<file path="config.mk">
export PLATFORM = sky130hd
export DESIGN_NAME = fxAlu
export DESIGN_NICKNAME = d
export VERILOG_FILES = /design/src/hw/fxAluPkg.sv /design/src/hw/fxAlu.sv /design/src/hw/aluCcrUnit.sv /design/src/hw/aluExecute.sv /design/src/hw/aluCcrTable.sv /design/src/hw/aluOpSelect.sv /design/src/hw/aluRowDecoder.sv
export VERILOG_INCLUDE_DIRS = /design/src /design/src/hw
export SDC_FILE = /design/constraint.sdc
export NUM_CORES = 1
export LEC_CHECK = 0
export BUFFER_PORTS_ARGS = -buffer_cell sky130_fd_sc_hd__buf_2
export CAP_MARGIN = 20
export CORE_UTILIZATION = 50
export DETAILED_ROUTE_END_ITERATION = 8
export HOLD_SLACK_MARGIN = 0.06
export PLACE_DENSITY = 0.76
export SYNTH_ARGS = -nofsm -noshare
export SYNTH_HDL_FRONTEND = slang
export SYNTH_HIERARCHICAL = 1
export SYNTH_SLANG_ARGS = --single-unit
</file>
<file path="constraint.sdc">
create_clock -name clk -period 11.8 [get_ports clk]
set_clock_uncertainty 0.2 [all_clocks]
set_input_delay 1.18 -clock clk [delete_from_list [all_inputs] [get_ports clk]]
set_output_delay 1.18 -clock clk [all_outputs]
set_load 0.005 [all_outputs]
</file>
<file path="src/hw/fxAlu_macros.svh">
// ========================================
// ALU constants: row codes, CCR bits, masks
// ========================================
`ifndef FXALU_MACROS_SVH
`define FXALU_MACROS_SVH

`define CCR_BITS 5
`define CCR_C 0
`define CCR_V 1
`define CCR_Z 2
`define CCR_N 3
`define CCR_X 4

// One-hot ALU rows, bit 0 is row zero
`define ROW_01 16'h0002
`define ROW_02 16'h0004
`define ROW_03 16'h0008
`define ROW_04 16'h0010
`define ROW_05 16'h0020
`define ROW_06 16'h0040
`define ROW_07 16'h0080
`define ROW_08 16'h0100
`define ROW_09 16'h0200
`define ROW_10 16'h0400
`define ROW_11 16'h0800
`define ROW_12 16'h1000
`define ROW_13 16'h2000
`define ROW_14 16'h4000
`define ROW_15 16'h8000

// Mask order is X N Z V C
`define MASK_KNZ00 5'b01111  // V and C come in cleared
`define MASK_KNZKK 5'b01100
`define MASK_KKZKK 5'b00100
`define MASK_KNZVC 5'b01111
`define MASK_ALL   5'b11111

`endif
</file>
<file path="src/hw/fxAluPkg.sv">
// ========================================
// ALU types: operation codes and the
// instruction word in its two layouts
// ========================================
package fxAluPkg;

    // Grouping: 001xx logic, 01xxx adder, 1xxxx shifter
    typedef enum logic [4:0] {
        OP_NONE = 5'd0,
        OP_OR   = 5'd4,
        OP_EOR  = 5'd5,
        OP_AND  = 5'd6,
        OP_EXT  = 5'd7,
        OP_SUB0 = 5'd9,   // NOT
        OP_ADD  = 5'd10,
        OP_SUB  = 5'd11,
        OP_ADDC = 5'd12,
        OP_SUBC = 5'd13,
        OP_ADDX = 5'd14,
        OP_SUBX = 5'd15,
        OP_ASL  = 5'd16,
        OP_ASR  = 5'd17,
        OP_LSL  = 5'd18,
        OP_LSR  = 5'd19,
        OP_ROL  = 5'd20,
        OP_ROR  = 5'd21,
        OP_ROXL = 5'd22,
        OP_ROXR = 5'd23
    } aluOp_e;

    typedef union packed {
        struct packed {
            logic [3:0] line;
            logic [2:0] rx;
            logic       dir;     // Also the opmode high bit
            logic [1:0] size;
            logic [2:0] eaMode;
            logic [2:0] eaReg;
        } gen;
        struct packed {
            logic [3:0] line;
            logic [2:0] count;   // Count or count register
            logic       dir;     // 1 shifts left
            logic [1:0] size;
            logic       ir;      // Count from register
            logic [1:0] sType;
            logic [2:0] ry;
        } shf;
    } irdWord_u;

endpackage

</file>
<file path="src/hw/fxAlu.sv">
// ========================================
// 68000 integer ALU top level
// Decode registers, result latches, CCRs
// ========================================
`include "fxAlu_macros.svh"

module fxAlu import fxAluPkg::*; (
    input  logic        clk,
    input  logic        rst,
    input  logic        enT3,
    input  logic        enT4,
    input  irdWord_u    ird,
    input  logic [2:0]  aluColumn,
    input  logic        aluIsByte,
    input  logic        finish,
    input  logic        init,
    input  logic        aluAddrCtrl,
    input  logic [1:0]  aluDataCtrl,
    input  logic [15:0] alub,
    input  logic [15:0] iAddrBus,
    input  logic [15:0] iDataBus,
    input  logic        alueClkEn,
    input  logic        ftu2Ccr,
    input  logic [15:0] ftu,
    output logic [15:0] aluOut,
    output logic [15:0] alue,
    output logic [7:0]  ccr,
    output logic        ze
);
    logic [15:0]          decRow;
    logic                 decNoCcrEn;
    logic                 decIsArX;
    logic [15:0]          row;
    logic                 noCcrEn;
    logic                 isArX;
    logic                 isByte;
    logic                 isLong;
    aluOp_e               selOp;
    aluOp_e               aluOp;
    logic [`CCR_BITS-1:0] selMask;
    logic [`CCR_BITS-1:0] ccrMask;
    logic [15:0]          result;
    logic [15:0]          shiftHigh;
    logic [`CCR_BITS-1:0] flags;
    logic [`CCR_BITS-1:0] coreCcr;
    logic [`CCR_BITS-1:0] statusCcr;
    logic                 colActive;

    assign colActive = |aluColumn;

    aluRowDecoder rowDec0 (.ird(ird), .row(decRow), .noCcrEn(decNoCcrEn), .isArX(decIsArX));
    aluOpSelect opSel0 (.row(row), .aluColumn(aluColumn), .aluOp(selOp));
    aluCcrTable ccrTab0 (.row(row), .aluColumn(aluColumn), .finish(finish), .ccrMask(selMask));

    aluExecute exec0 (
        .aluOp(aluOp), .isByte(isByte), .isLong(isLong),
        .aluAddrCtrl(aluAddrCtrl), .aluDataCtrl(aluDataCtrl),
        .alub(alub), .iAddrBus(iAddrBus), .iDataBus(iDataBus), .alue(alue),
        .coreCcr(coreCcr), .statusCcr(statusCcr), .aluColumn(aluColumn),
        .rowRotX(row[8] | row[11]),     // ROXR and ROXL rows
        .result(result), .shiftHigh(shiftHigh), .flags(flags)
    );

    aluCcrUnit ccrUnit0 (
        .clk(clk), .rst(rst),
        .update(enT3 & colActive & ~noCcrEn & (finish | init)),
        .load(enT3 & ftu2Ccr),
        .zOnlyClear(finish | isArX),
        .flags(flags), .ccrMask(ccrMask), .ftu(ftu), .statusCcr(statusCcr)
    );

    // Row on T3, operation and mask on T4
    always_ff @(posedge clk) begin
        if (rst) begin
            row     <= '0;
            noCcrEn <= 1'b0;
            isArX   <= 1'b0;
            isByte  <= 1'b0;
            isLong  <= 1'b0;
            aluOp   <= OP_NONE;
            ccrMask <= '0;
            coreCcr <= '0;
        end else begin
            if (enT3) begin
                row     <= decRow;
                noCcrEn <= decNoCcrEn;
                isArX   <= decIsArX;
                isByte  <= aluIsByte;
            end
            if (enT4) begin
                isLong  <= (ird.shf.size == 2'b10);
                aluOp   <= selOp;
                ccrMask <= selMask;
            end
            if (enT3 && colActive) begin
                coreCcr <= flags;
            end
        end
    end

    always_ff @(posedge clk) begin
        if (enT3 && colActive) begin
            aluOut <= result;
        end
        if (enT3) begin
            if (alueClkEn) begin
                alue <= iDataBus;
            end else if (aluOp[4] && colActive) begin
                alue <= shiftHigh;          // Shift high word
            end
        end
    end

    assign ccr = {3'b000, statusCcr};
    assign ze  = ~coreCcr[`CCR_Z];

endmodule

</file>
<file path="src/hw/aluCcrUnit.sv">
// ========================================
// Status CCR with masked flag merge
// ========================================
`include "fxAlu_macros.svh"

module aluCcrUnit (
    input  logic                 clk,
    input  logic                 rst,
    input  logic                 update,
    input  logic                 load,
    input  logic                 zOnlyClear,
    input  logic [`CCR_BITS-1:0] flags,
    input  logic [`CCR_BITS-1:0] ccrMask,
    input  logic [15:0]          ftu,
    output logic [`CCR_BITS-1:0] statusCcr
);
    logic [`CCR_BITS-1:0] merged;

    always_comb begin
        merged = (flags & ccrMask) | (statusCcr & ~ccrMask);
        if (zOnlyClear) begin
            merged[`CCR_Z] = flags[`CCR_Z] & statusCcr[`CCR_Z];  // Multi-word Z
        end
    end

    always_ff @(posedge clk) begin
        if (rst) begin
            statusCcr <= '0;
        end else if (load) begin
            statusCcr <= ftu[`CCR_BITS-1:0];    // Micro-sequencer wins
        end else if (update) begin
            statusCcr <= merged;
        end
    end

endmodule

</file>
<file path="src/hw/aluExecute.sv">
// ========================================
// ALU datapath: operands, adder, logic,
// shifter, result mux and raw flags
// ========================================
`include "fxAlu_macros.svh"

module aluExecute import fxAluPkg::*; (
    input  aluOp_e               aluOp,
    input  logic                 isByte,
    input  logic                 isLong,
    input  logic                 aluAddrCtrl,
    input  logic [1:0]           aluDataCtrl,
    input  logic [15:0]          alub,
    input  logic [15:0]          iAddrBus,
    input  logic [15:0]          iDataBus,
    input  logic [15:0]          alue,
    input  logic [`CCR_BITS-1:0] coreCcr,
    input  logic [`CCR_BITS-1:0] statusCcr,
    input  logic [2:0]           aluColumn,
    input  logic                 rowRotX,
    output logic [15:0]          result,
    output logic [15:0]          shiftHigh,
    output logic [`CCR_BITS-1:0] flags
);
    logic [15:0] aOperand;
    logic [15:0] dOperand;
    logic [15:0] aInv;
    logic [16:0] sum;
    logic [15:0] addResult;
    logic        addCin;
    logic        addCout;
    logic        addOv;
    logic        rMsb;
    logic        dMsb;
    logic        shftMsb;
    logic        shftNext;   // Bit below the MSB, for ASL overflow
    logic        shftCin;
    logic [31:0] shftData;
    logic [31:0] shftResult;

    assign aOperand = aluAddrCtrl ? alub : iAddrBus;
    assign dOperand = (aluDataCtrl == 2'b00) ? iDataBus :
                      (aluDataCtrl == 2'b11) ? 16'hffff : 16'h0000;

    // Adder, result is D minus A when subtracting
    always_comb begin
        case (aluOp[2:0])
            3'b011:  addCin = 1'b1;
            3'b100:  addCin = coreCcr[`CCR_C];
            3'b101:  addCin = ~coreCcr[`CCR_C];
            3'b110:  addCin = statusCcr[`CCR_X];
            3'b111:  addCin = ~statusCcr[`CCR_X];
            default: addCin = 1'b0;
        endcase
        aInv = aOperand ^ {16{aluOp[0]}};
        sum  = {1'b0, dOperand} + {1'b0, aInv} + {16'h0000, addCin};
        if (isByte) begin
            addResult = {{8{sum[7]}}, sum[7:0]};
            addCout   = sum[8] ^ dOperand[8] ^ aInv[8];
            rMsb      = sum[7];
            dMsb      = dOperand[7];
            addOv     = (aInv[7] & dMsb & ~rMsb) | (~aInv[7] & ~dMsb & rMsb);
        end else begin
            addResult = sum[15:0];
            addCout   = sum[16];
            rMsb      = sum[15];
            dMsb      = dOperand[15];
            addOv     = (aInv[15] & dMsb & ~rMsb) | (~aInv[15] & ~dMsb & rMsb);
        end
    end

    // Shifter over the alue:A pair
    assign shftMsb  = isLong ? alue[15] : (isByte ? aOperand[7] : aOperand[15]);
    assign shftNext = isLong ? alue[14] : (isByte ? aOperand[6] : aOperand[14]);

    always_comb begin
        case (aluOp)
            OP_ROL, OP_ASR:   shftCin = shftMsb;
            OP_ROR:           shftCin = aOperand[0];
            OP_ROXL, OP_ROXR: shftCin = statusCcr[`CCR_X];
            default:          shftCin = 1'b0;
        endcase
        shftData = {alue, aOperand};
        if (isByte && aluOp[0]) begin
            shftData[8] = shftCin;      // Enters at bit 7
        end else if (!isLong && aluOp[0]) begin
            shftData[16] = shftCin;     // Enters at bit 15
        end
        shftResult = aluOp[0] ? {shftCin, shftData[31:1]} : {shftData[30:0], shftCin};
    end

    assign shiftHigh = shftResult[31:16];

    always_comb begin
        case (aluOp)
            OP_OR:   result = aOperand | dOperand;
            OP_EOR:  result = aOperand ^ dOperand;
            OP_AND:  result = aOperand & dOperand;
            OP_EXT:  result = {{8{aOperand[7]}}, aOperand[7:0]};
            OP_SUB0, OP_ADD, OP_SUB, OP_ADDC,
            OP_SUBC, OP_ADDX, OP_SUBX: result = addResult;
            default: result = aluOp[4] ? shftResult[15:0] : 16'h0000;
        endcase
    end

    always_comb begin
        flags = '0;
        flags[`CCR_X] = statusCcr[`CCR_X];
        flags[`CCR_Z] = isByte ? ~(|result[7:0]) : ~(|result);
        flags[`CCR_N] = isByte ? result[7] : result[15];
        case (aluOp)
            // ROX with zero count copies X to C
            OP_AND: flags[`CCR_C] = (aluColumn == 3'd1) && rowRotX && statusCcr[`CCR_X];
            OP_ADD, OP_SUB, OP_ADDC, OP_SUBC, OP_ADDX, OP_SUBX: begin
                flags[`CCR_C] = addCout ^ aluOp[0];   // Borrow on subtract
                flags[`CCR_X] = addCout ^ aluOp[0];
                flags[`CCR_V] = addOv;
            end
            OP_ASL, OP_LSL, OP_ROXL: begin
                flags[`CCR_C] = shftMsb;
                flags[`CCR_X] = shftMsb;
                // Sticky over the shift loop
                flags[`CCR_V] = (aluOp == OP_ASL) && (statusCcr[`CCR_V] || (shftMsb ^ shftNext));
            end
            OP_ASR, OP_LSR, OP_ROXR: begin
                flags[`CCR_C] = aOperand[0];
                flags[`CCR_X] = aOperand[0];
            end
            OP_ROL:  flags[`CCR_C] = shftMsb;
            OP_ROR:  flags[`CCR_C] = aOperand[0];
            default: flags[`CCR_C] = 1'b0;          // Logic ops clear V and C
        endcase
    end

endmodule

</file>
<file path="src/hw/aluCcrTable.sv">
// ========================================
// CCR update mask by row and column
// ========================================
`include "fxAlu_macros.svh"

module aluCcrTable (
    input  logic [15:0]          row,
    input  logic [2:0]           aluColumn,
    input  logic                 finish,
    output logic [`CCR_BITS-1:0] ccrMask
);

    always_comb begin
        ccrMask = '0;
        case (aluColumn)
            3'd1: ccrMask = finish ? `MASK_KNZKK :
                            ((row[13] || row[14]) ? `MASK_KKZKK : `MASK_KNZ00);
            3'd2, 3'd3: begin
                case (1'b1)
                    row[2], row[3], row[5],
                    row[9], row[10], row[12]: ccrMask = `MASK_ALL;
                    row[6], row[11]:          ccrMask = `MASK_KNZVC;  // CMP, NOT
                    row[4], row[8],
                    row[13], row[14]:         ccrMask = `MASK_KNZ00;
                    default:                  ccrMask = '0;            // TAS, Scc
                endcase
            end
            3'd4: begin
                case (row)
                    `ROW_02, `ROW_03, `ROW_04, `ROW_05,
                    `ROW_08, `ROW_11: ccrMask = `MASK_ALL;
                    `ROW_09, `ROW_10: ccrMask = `MASK_KNZ00;  // ROL/ROR keep X
                    default:          ccrMask = '0;
                endcase
            end
            default: ccrMask = '0;
        endcase
    end

endmodule

</file>
<file path="src/hw/aluOpSelect.sv">
// ========================================
// ALU operation lookup by row and column
// ========================================
module aluOpSelect import fxAluPkg::*; (
    input  logic [15:0] row,
    input  logic [2:0]  aluColumn,
    output aluOp_e      aluOp
);

    // Picks the entry for columns 2, 3 and 4 of a row
    function automatic aluOp_e byCol(input logic [2:0] col, input aluOp_e op2,
                                     input aluOp_e op3, input aluOp_e op4);
        aluOp_e op;
        case (col)
            3'd2:    op = op2;
            3'd3:    op = op3;
            3'd4:    op = op4;
            default: op = OP_NONE;
        endcase
        return op;
    endfunction

    always_comb begin
        aluOp = OP_NONE;
        case (aluColumn)
            3'd1: aluOp = OP_AND;
            3'd5: aluOp = OP_EXT;
            default: begin
                case (1'b1)
                    row[2]:  aluOp = byCol(aluColumn, OP_ADD, OP_ADDC, OP_ASR);
                    row[3]:  aluOp = byCol(aluColumn, OP_ADDX, OP_ADD, OP_ASL);
                    row[4]:  aluOp = (aluColumn == 3'd4) ? OP_LSL : OP_AND;
                    row[5],
                    row[6]:  aluOp = byCol(aluColumn, OP_SUB, OP_SUBC, OP_LSR);
                    row[8]:  aluOp = byCol(aluColumn, OP_EXT, OP_AND, OP_ROXR);
                    row[9]:  aluOp = byCol(aluColumn, OP_SUBX, OP_NONE, OP_ROL);
                    row[10]: aluOp = byCol(aluColumn, OP_SUBX, OP_SUBC, OP_ROR);
                    row[11]: aluOp = byCol(aluColumn, OP_SUB0, OP_SUB0, OP_ROXL);
                    row[12]: aluOp = OP_ADDX;
                    row[13]: aluOp = OP_EOR;
                    row[14]: aluOp = (aluColumn == 3'd4) ? OP_EOR : OP_OR;
                    row[15]: aluOp = (aluColumn == 3'd3) ? OP_ADD : OP_OR;  // ADD for DBcc
                    default: aluOp = OP_NONE;
                endcase
            end
        endcase
    end

endmodule

</file>
<file path="src/hw/aluRowDecoder.sv">
// ========================================
// ALU row decoder
// Instruction word to one-hot ALU row
// ========================================
`include "fxAlu_macros.svh"

module aluRowDecoder import fxAluPkg::*; (
    input  irdWord_u    ird,
    output logic [15:0] row,
    output logic        noCcrEn,
    output logic        isArX
);
    logic       eaRdir;   // Dn or An direct
    logic       eaAdir;   // An direct
    logic       size11;
    logic [1:0] sType;
    logic       dir;

    assign eaRdir = (ird.gen.eaMode[2:1] == 2'b00);
    assign eaAdir = (ird.gen.eaMode == 3'b001);
    assign size11 = &ird.gen.size;
    assign dir    = ird.gen.dir;
    // Memory shifts keep the type in the count field
    assign sType  = size11 ? ird.shf.count[1:0] : ird.shf.sType;

    always_comb begin
        row = 16'h0000;
        case (ird.gen.line)
            4'h0: begin
                if (dir || ird.gen.rx == 3'b100) begin
                    row = ird.gen.size[1] ? `ROW_14 : `ROW_13;  // Bit ops
                end else begin
                    case (ird.gen.rx)
                        3'b000:  row = `ROW_14;  // ORI
                        3'b001:  row = `ROW_04;  // ANDI
                        3'b010:  row = `ROW_05;  // SUBI
                        3'b011:  row = `ROW_02;  // ADDI
                        3'b101:  row = `ROW_13;  // EORI
                        3'b110:  row = `ROW_06;  // CMPI
                        default: row = 16'h0000;
                    endcase
                end
            end
            4'h1, 4'h2, 4'h3, 4'h7: row = `ROW_02;   // MOVE, MOVEQ
            4'h4: begin
                if (dir) begin
                    row = `ROW_06;                  // CHK
                end else begin
                    case (ird.gen.rx)
                        3'b000:  row = `ROW_10;      // NEGX
                        3'b001:  row = `ROW_04;      // CLR
                        3'b010:  row = `ROW_05;      // NEG
                        3'b011:  row = `ROW_11;      // NOT
                        3'b101:  row = `ROW_15;      // TST, TAS
                        // EXT or SWAP, NBCD has no row
                        3'b100:  row = ird.gen.size[1] ? `ROW_08 :
                                       (ird.gen.size[0] ? `ROW_09 : 16'h0000);
                        default: row = 16'h0000;
                    endcase
                end
            end
            4'h5: row = size11 ? `ROW_15 : (dir ? `ROW_05 : `ROW_02);
            4'h8: row = (size11 || (dir && eaRdir)) ? 16'h0000 : `ROW_14;  // OR only
            4'h9: row = (dir && !size11 && eaRdir) ? `ROW_10 : `ROW_05;   // SUBX or SUB
            4'hb: row = (dir && !size11 && !eaAdir) ? `ROW_13 : `ROW_06;  // EOR or CMP
            4'hc: row = (size11 || (dir && eaRdir)) ? 16'h0000 : `ROW_04;  // AND only
            4'hd: row = (dir && !size11 && eaRdir) ? `ROW_12 : `ROW_02;   // ADDX or ADD
            4'he: begin
                case ({sType, ird.shf.dir})
                    3'd0: row = `ROW_02;  // ASR
                    3'd1: row = `ROW_03;  // ASL
                    3'd2: row = `ROW_05;  // LSR
                    3'd3: row = `ROW_04;  // LSL
                    3'd4: row = `ROW_08;  // ROXR
                    3'd5: row = `ROW_11;  // ROXL
                    3'd6: row = `ROW_10;  // ROR
                    3'd7: row = `ROW_09;  // ROL
                endcase
            end
            default: row = 16'h0000;
        endcase
    end

    // NEGX, SUBX and ADDX only clear Z
    assign isArX = (ird.gen.line == 4'h4 || ird.gen.line == 4'h9 || ird.gen.line == 4'hd)
                   && (row[10] || row[12]);

    // ADDA/SUBA, ADDQ/SUBQ to An, MOVEA
    assign noCcrEn = ((ird.gen.line == 4'h9 || ird.gen.line == 4'hd) && size11)
                   || (ird.gen.line == 4'h5 && eaAdir)
                   || ((ird.gen.line == 4'h2 || ird.gen.line == 4'h3)
                       && {dir, ird.gen.size} == 3'b001);

endmodule

</file>
After elaboration in Yosys (flattened, before gate mapping)
Memory sizes are Yosys's and may differ from the RTL's.
Index checks and enable logic that the tools add are counted.
Cells by class
  add/sub/neg operators: 2
  multiply operators: 0
  divide/modulo/power cells: 0
  $lt $le $gt $ge: 0
  equal/unequal tests: 59
  shift operators: 0
  muxes and demuxes: 74
  bitwise logic cells: 42
  reductions and logical operators: 56
Operators with widths (number)
  2-to-1 mux 16 bit: 11
  one-hot mux 16 bit (10 select lines): 1
  one-hot mux 16 bit (6 select lines): 1
  2-to-1 mux 5 bit: 19
  one-hot mux 15 bit (6 select lines): 1
  one-hot mux 5 bit (3 select lines): 6
  one-hot mux 16 bit (5 select lines): 1
  equality test 5 bit (second input constant): 8
  one-hot mux 5 bit (2 select lines): 4
  equality test 5 x 4 -> 1 bit (second input constant): 7
  2-to-1 mux 32 bit: 1
  XOR 16 bit: 2
  2-to-1 mux 15 bit: 2
  equality test 3 bit (second input constant): 9
  equality test 4 bit (second input constant): 6
  equality test 5 x 3 -> 1 bit (second input constant): 4
  OR reduction 6 bit: 3
  adder 16 x 16 -> 17 bit: 1
  adder 17 x 1 -> 17 bit: 1
  AND 16 bit: 1
  equality test 16 x 10 -> 1 bit (second input constant): 1
  equality test 16 x 11 -> 1 bit (second input constant): 1
  equality test 16 x 12 -> 1 bit (second input constant): 1
  equality test 16 x 3 -> 1 bit (second input constant): 1
  other kinds (44): 140
Word-level totals
  register bits after elaboration: 70
  bits in latches: 0
  bits in writable memories: 0
  memory bits (read-only): 64
  input bits: 95
  logic and storage cells: 245
  memories: 1
Memories
  (no name shown): words 8, width 8, read ports 1, clocked after Yosys merged registers in 0, write ports 0, RTL line aluRowDecoder.sv:69  | case ({sType, ird.shf.dir})

Logic depth before layout (Yosys ltp)
  depth after elaboration: 17
  depth in mapped cells: 21
  mapped depth without buffers: 17

Modules after synthesis
The synthesis kept the hierarchy.
Modules (own cells, without submodules)
  aluExecute: instances 1, cells an instance 521, area an instance 3677.3 µm², seq. area each 0.0 µm²
  fxAlu: instances 1, cells an instance 182, area an instance 2565.0 µm², seq. area each 1661.6 µm²
  aluRowDecoder: instances 1, cells an instance 92, area an instance 568.0 µm², seq. area each 0.0 µm²
  aluOpSelect: instances 1, cells an instance 74, area an instance 434.2 µm², seq. area each 0.0 µm²
  aluCcrUnit: instances 1, cells an instance 30, area an instance 282.8 µm², seq. area each 100.1 µm²
  aluCcrTable: instances 1, cells an instance 33, area an instance 232.7 µm², seq. area each 0.0 µm²

Worst setup path before layout
No wires, ideal clock.
  path type: input to register
  from: input port aluDataCtrl[1]
  to: register with a tool-made name
  library setup time: 0.086 ns
  arrival: 4.859 ns
  data required time: 11.514 ns
  path slack: 6.654 ns
  cell stages on the path: 16
  path through: nor2_1 > clkbuf_1 > a21o_1 > inv_1 > fa_1 > fa_1 > xor2_1 > o32ai_1 > or3_4 > or3_1 > nor4_2 > o2111ai_1 > o21ai_1 > nand3_2 > a21o_1 > a221oi_2
RTL lines
  from (decl): RTL line fxAlu.sv:18  | input logic [1:0] aluDataCtrl,

==> flow_summary_export.csv <==
group,metric,value,unit
run_status,violations,"design-rule violations",
route,drc_errors,10,
clocking,clk_pin_slew,60,ps
sta,fmax,0.168,GHz
clocking,cts_made_buffers,9,
route,drt_wl_total,22.0,mm
yosys,yosys_warnings,6,
run_status,status,"finished, violations left",
global_route,grt_overflow,0,
yosys,synth.cell_area,7630,sq um
final_layout,layout-drive-gt1-share,0.214,
critical_path,crit_path_end_kind,"register",
sta,setup_viol,0,
floorplanning,start_util,0.519,
final_layout,fillers,1360,
global_route,grt_max_degree,64,
route,first_pass_iters,7,
route,viasPerCell,6.26,
critical_path,path_class,"input pin to register",
placement,post_dp_cell_area,8140,sq um
clocking,cts-resized-gates,0,
final_layout,fin_nets,1140,
critical_path,startpoint_type,"input pin",
floorplanning,die_x,126,um
sta,period_minus_slack,5940,ps
floorplanning,num_rows,44,
route,wl_per_cell,18.6,um
clocking,cts_buffer_depth,2,
placement,portBuffers,118,
global_route,grtUsageTotal,0.277,
critical_path,regToRegStartpoint,"aluOp[0]$_SDFFE_PP0P_",
placement,dp_hpwl,16.2,mm
critical_path,cpMaxStageDelayCell,"mux2i_1",
critical_path,rrSetupSlack,5910,ps
hold_path,hold_path_class,"register to register",
critical_path,arrival,6000,ps
critical_path,crit_path_start,"aluAddrCtrl",
power_and_ir_drop,p_leak,0.00365,uW
placement,gp_congestion,0.948,
critical_path,crit_fanout,17,
sta,hold_viol,0,
route,drt_iter0_drc,643,
global_route,antenna_found_initial,2,
yosys,synthCells,920,
final_layout,diodes,0,
floorplanning,core,14700,sq um
sta,timing_max_transition_violations_final,0,
clocking,cts_root_buf,"clkbuf_16",
floorplanning,fp.dieH,126,um
critical_path,critPathMaxStageDelay,670,ps
route,ant_nets,0,
yosys,syn_area_per_cell,8.30,sq um
final_layout,design_area,8450,sq um
power_and_ir_drop,ir_worst_vdd,0.0000683,V
clocking,tritoncts,"done",
sta,period_share,0.503,
sta,setup_tns,0,ps
critical_path,cp_data_required_time,11860,ps
critical_path,reg2reg_depth,17,
floorplanning,die_area,15800,sq um
sta,worst_pin_slew,1050,ps
final_layout,area.growth.synth_to_final,10.7,%
clocking,hold_buffers,0,
global_route,grt_pass1_vias,6792,
run,drv_cap,0,
clocking,clock-sinks,69,
clocking,cts_setup_buffers,0,
route,via_count,7406,
sta,rsz0062_at_grt,"false",
clocking,htreeDepth,3,
floorplanning,ioPinCount,136,
critical_path,worstPathCellList,"buf_2 -> mux2i_1 -> xnor2_1 -> fa_1 -> fa_1 -> xor2_1 -> o32ai_1 -> or3_4 -> or3_1 -> nor4_2 -> o2111ai_1 -> o21ai_1 -> nand3_2 -> a21o_1 -> a221oi_2",
critical_path,cpMostUsedCell,"fa_1",
clocking,clk_latency,360,ps
global_route,grt_pass1_wl,34.7,mm
power_and_ir_drop,cellPowerDensity,98.7,nW/um^2
sta,slew_headroom,0.294,
==> flip-flops by register name, indices dropped and copies added (netlist names), named ones only <==
name,cells
alue,16
isLong,1
coreCcr,2
row,16
isByte,1
noCcrEn,1
aluOut,16
isArX,1
ccrMask,5
aluOp,5
==> per-stage QoR <==
step / utilization / instances / hold slack (ps) / setup WS (ps) / total power, uW
floorplan: - / 924 / 248 / 6650 / 488
global placement: 0.554 / 1166 / 264 / 5540 / 557
detailed placement: 0.554 / 1166 / 272 / 5520 / 561
CTS: 0.574 / 1182 / 284 / 5850 / 829
global route: 0.575 / 1183 / 313 / 5600 / 874
finish: 0.575 / 1183 / 278 / 5860 / 834
==> cell usage in the layout (no fill, tap or decap), types with 8 or more instances in the layout <==
master     count
buf_2        118
nor2_1        84
a21oi_1       58
inv_1         56
ha_1          49
mux2i_1       46
nand2_1       43
o21ai_0       42
dfxtp_1       36
edfxtp_1      32
nand3_1       28
nor3_1        26
nand2b_1      25
a21o_1        22
xnor2_1       19
mux2_2        19
nor2b_1       14
o211ai_1      12
o22ai_1       12
and2_1        10
mux2_4         9
or2_2          9
a311oi_1       9
clkbuf_16      9
nand3b_1       8
a21boi_0       8
==> worst min path at each step <==
| stage | from | endpoint | cells after the start | slack [ps] |
|---|---|---|---|---|
| 2_1_floorplan | coreCcr[2]$_SDFFE_PP0P_ | coreCcr[2]$_SDFFE_PP0P_ | 2 | 250 |
| 3_3_place_gp | coreCcr[2]$_SDFFE_PP0P_ | coreCcr[2]$_SDFFE_PP0P_ | 2 | 260 |
| 3_5_place_dp | coreCcr[2]$_SDFFE_PP0P_ | coreCcr[2]$_SDFFE_PP0P_ | 2 | 270 |
| 4_1_cts | coreCcr[2]$_SDFFE_PP0P_ | coreCcr[2]$_SDFFE_PP0P_ | 2 | 280 |
| 5_1_grt | coreCcr[2]$_SDFFE_PP0P_ | coreCcr[2]$_SDFFE_PP0P_ | 2 | 310 |
| 6_report | coreCcr[2]$_SDFFE_PP0P_ | coreCcr[2]$_SDFFE_PP0P_ | 2 | 280 |
==> layer usage <==
layer  up-vias  global-route usage  routed length, um
met1      3489               0.336               9080
met5         -                   0                 26
met4         4               0.136                880
met2       307               0.470              10500
li1       3546                   -                  -
met3        60              0.0535               1580
==> area by class of cell <==
type	instances	area [sq um]	area share
Inverter	60	225	0.0267
Clock buffer	9	225	0.0267
Sequential cell	69	1700	0.202
Clock inverter	7	65.1	0.00770
Tap cell	184	230	0.0273
Timing Repair Buffer	123	636	0.0752
Multi-Input combinational cell	731	5360	0.635
==> worst max-delay path: cells and delay by family <==
| kind | cells | cell delay, ps |
|---|---|---|
| compound gates | 5 | 940 |
| xor+xnor | 2 | 320 |
| fa+ha+maj | 2 | 890 |
| buf+inv | 1 | 580 |
| mux | 1 | 670 |
| simple gates | 4 | 1390 |
==> where the power goes <==
group	switching, uW	internal, uW
sequential	10.4	264
combinational	167	122
clock	122	148
Power figures use the tool's default switching activity.
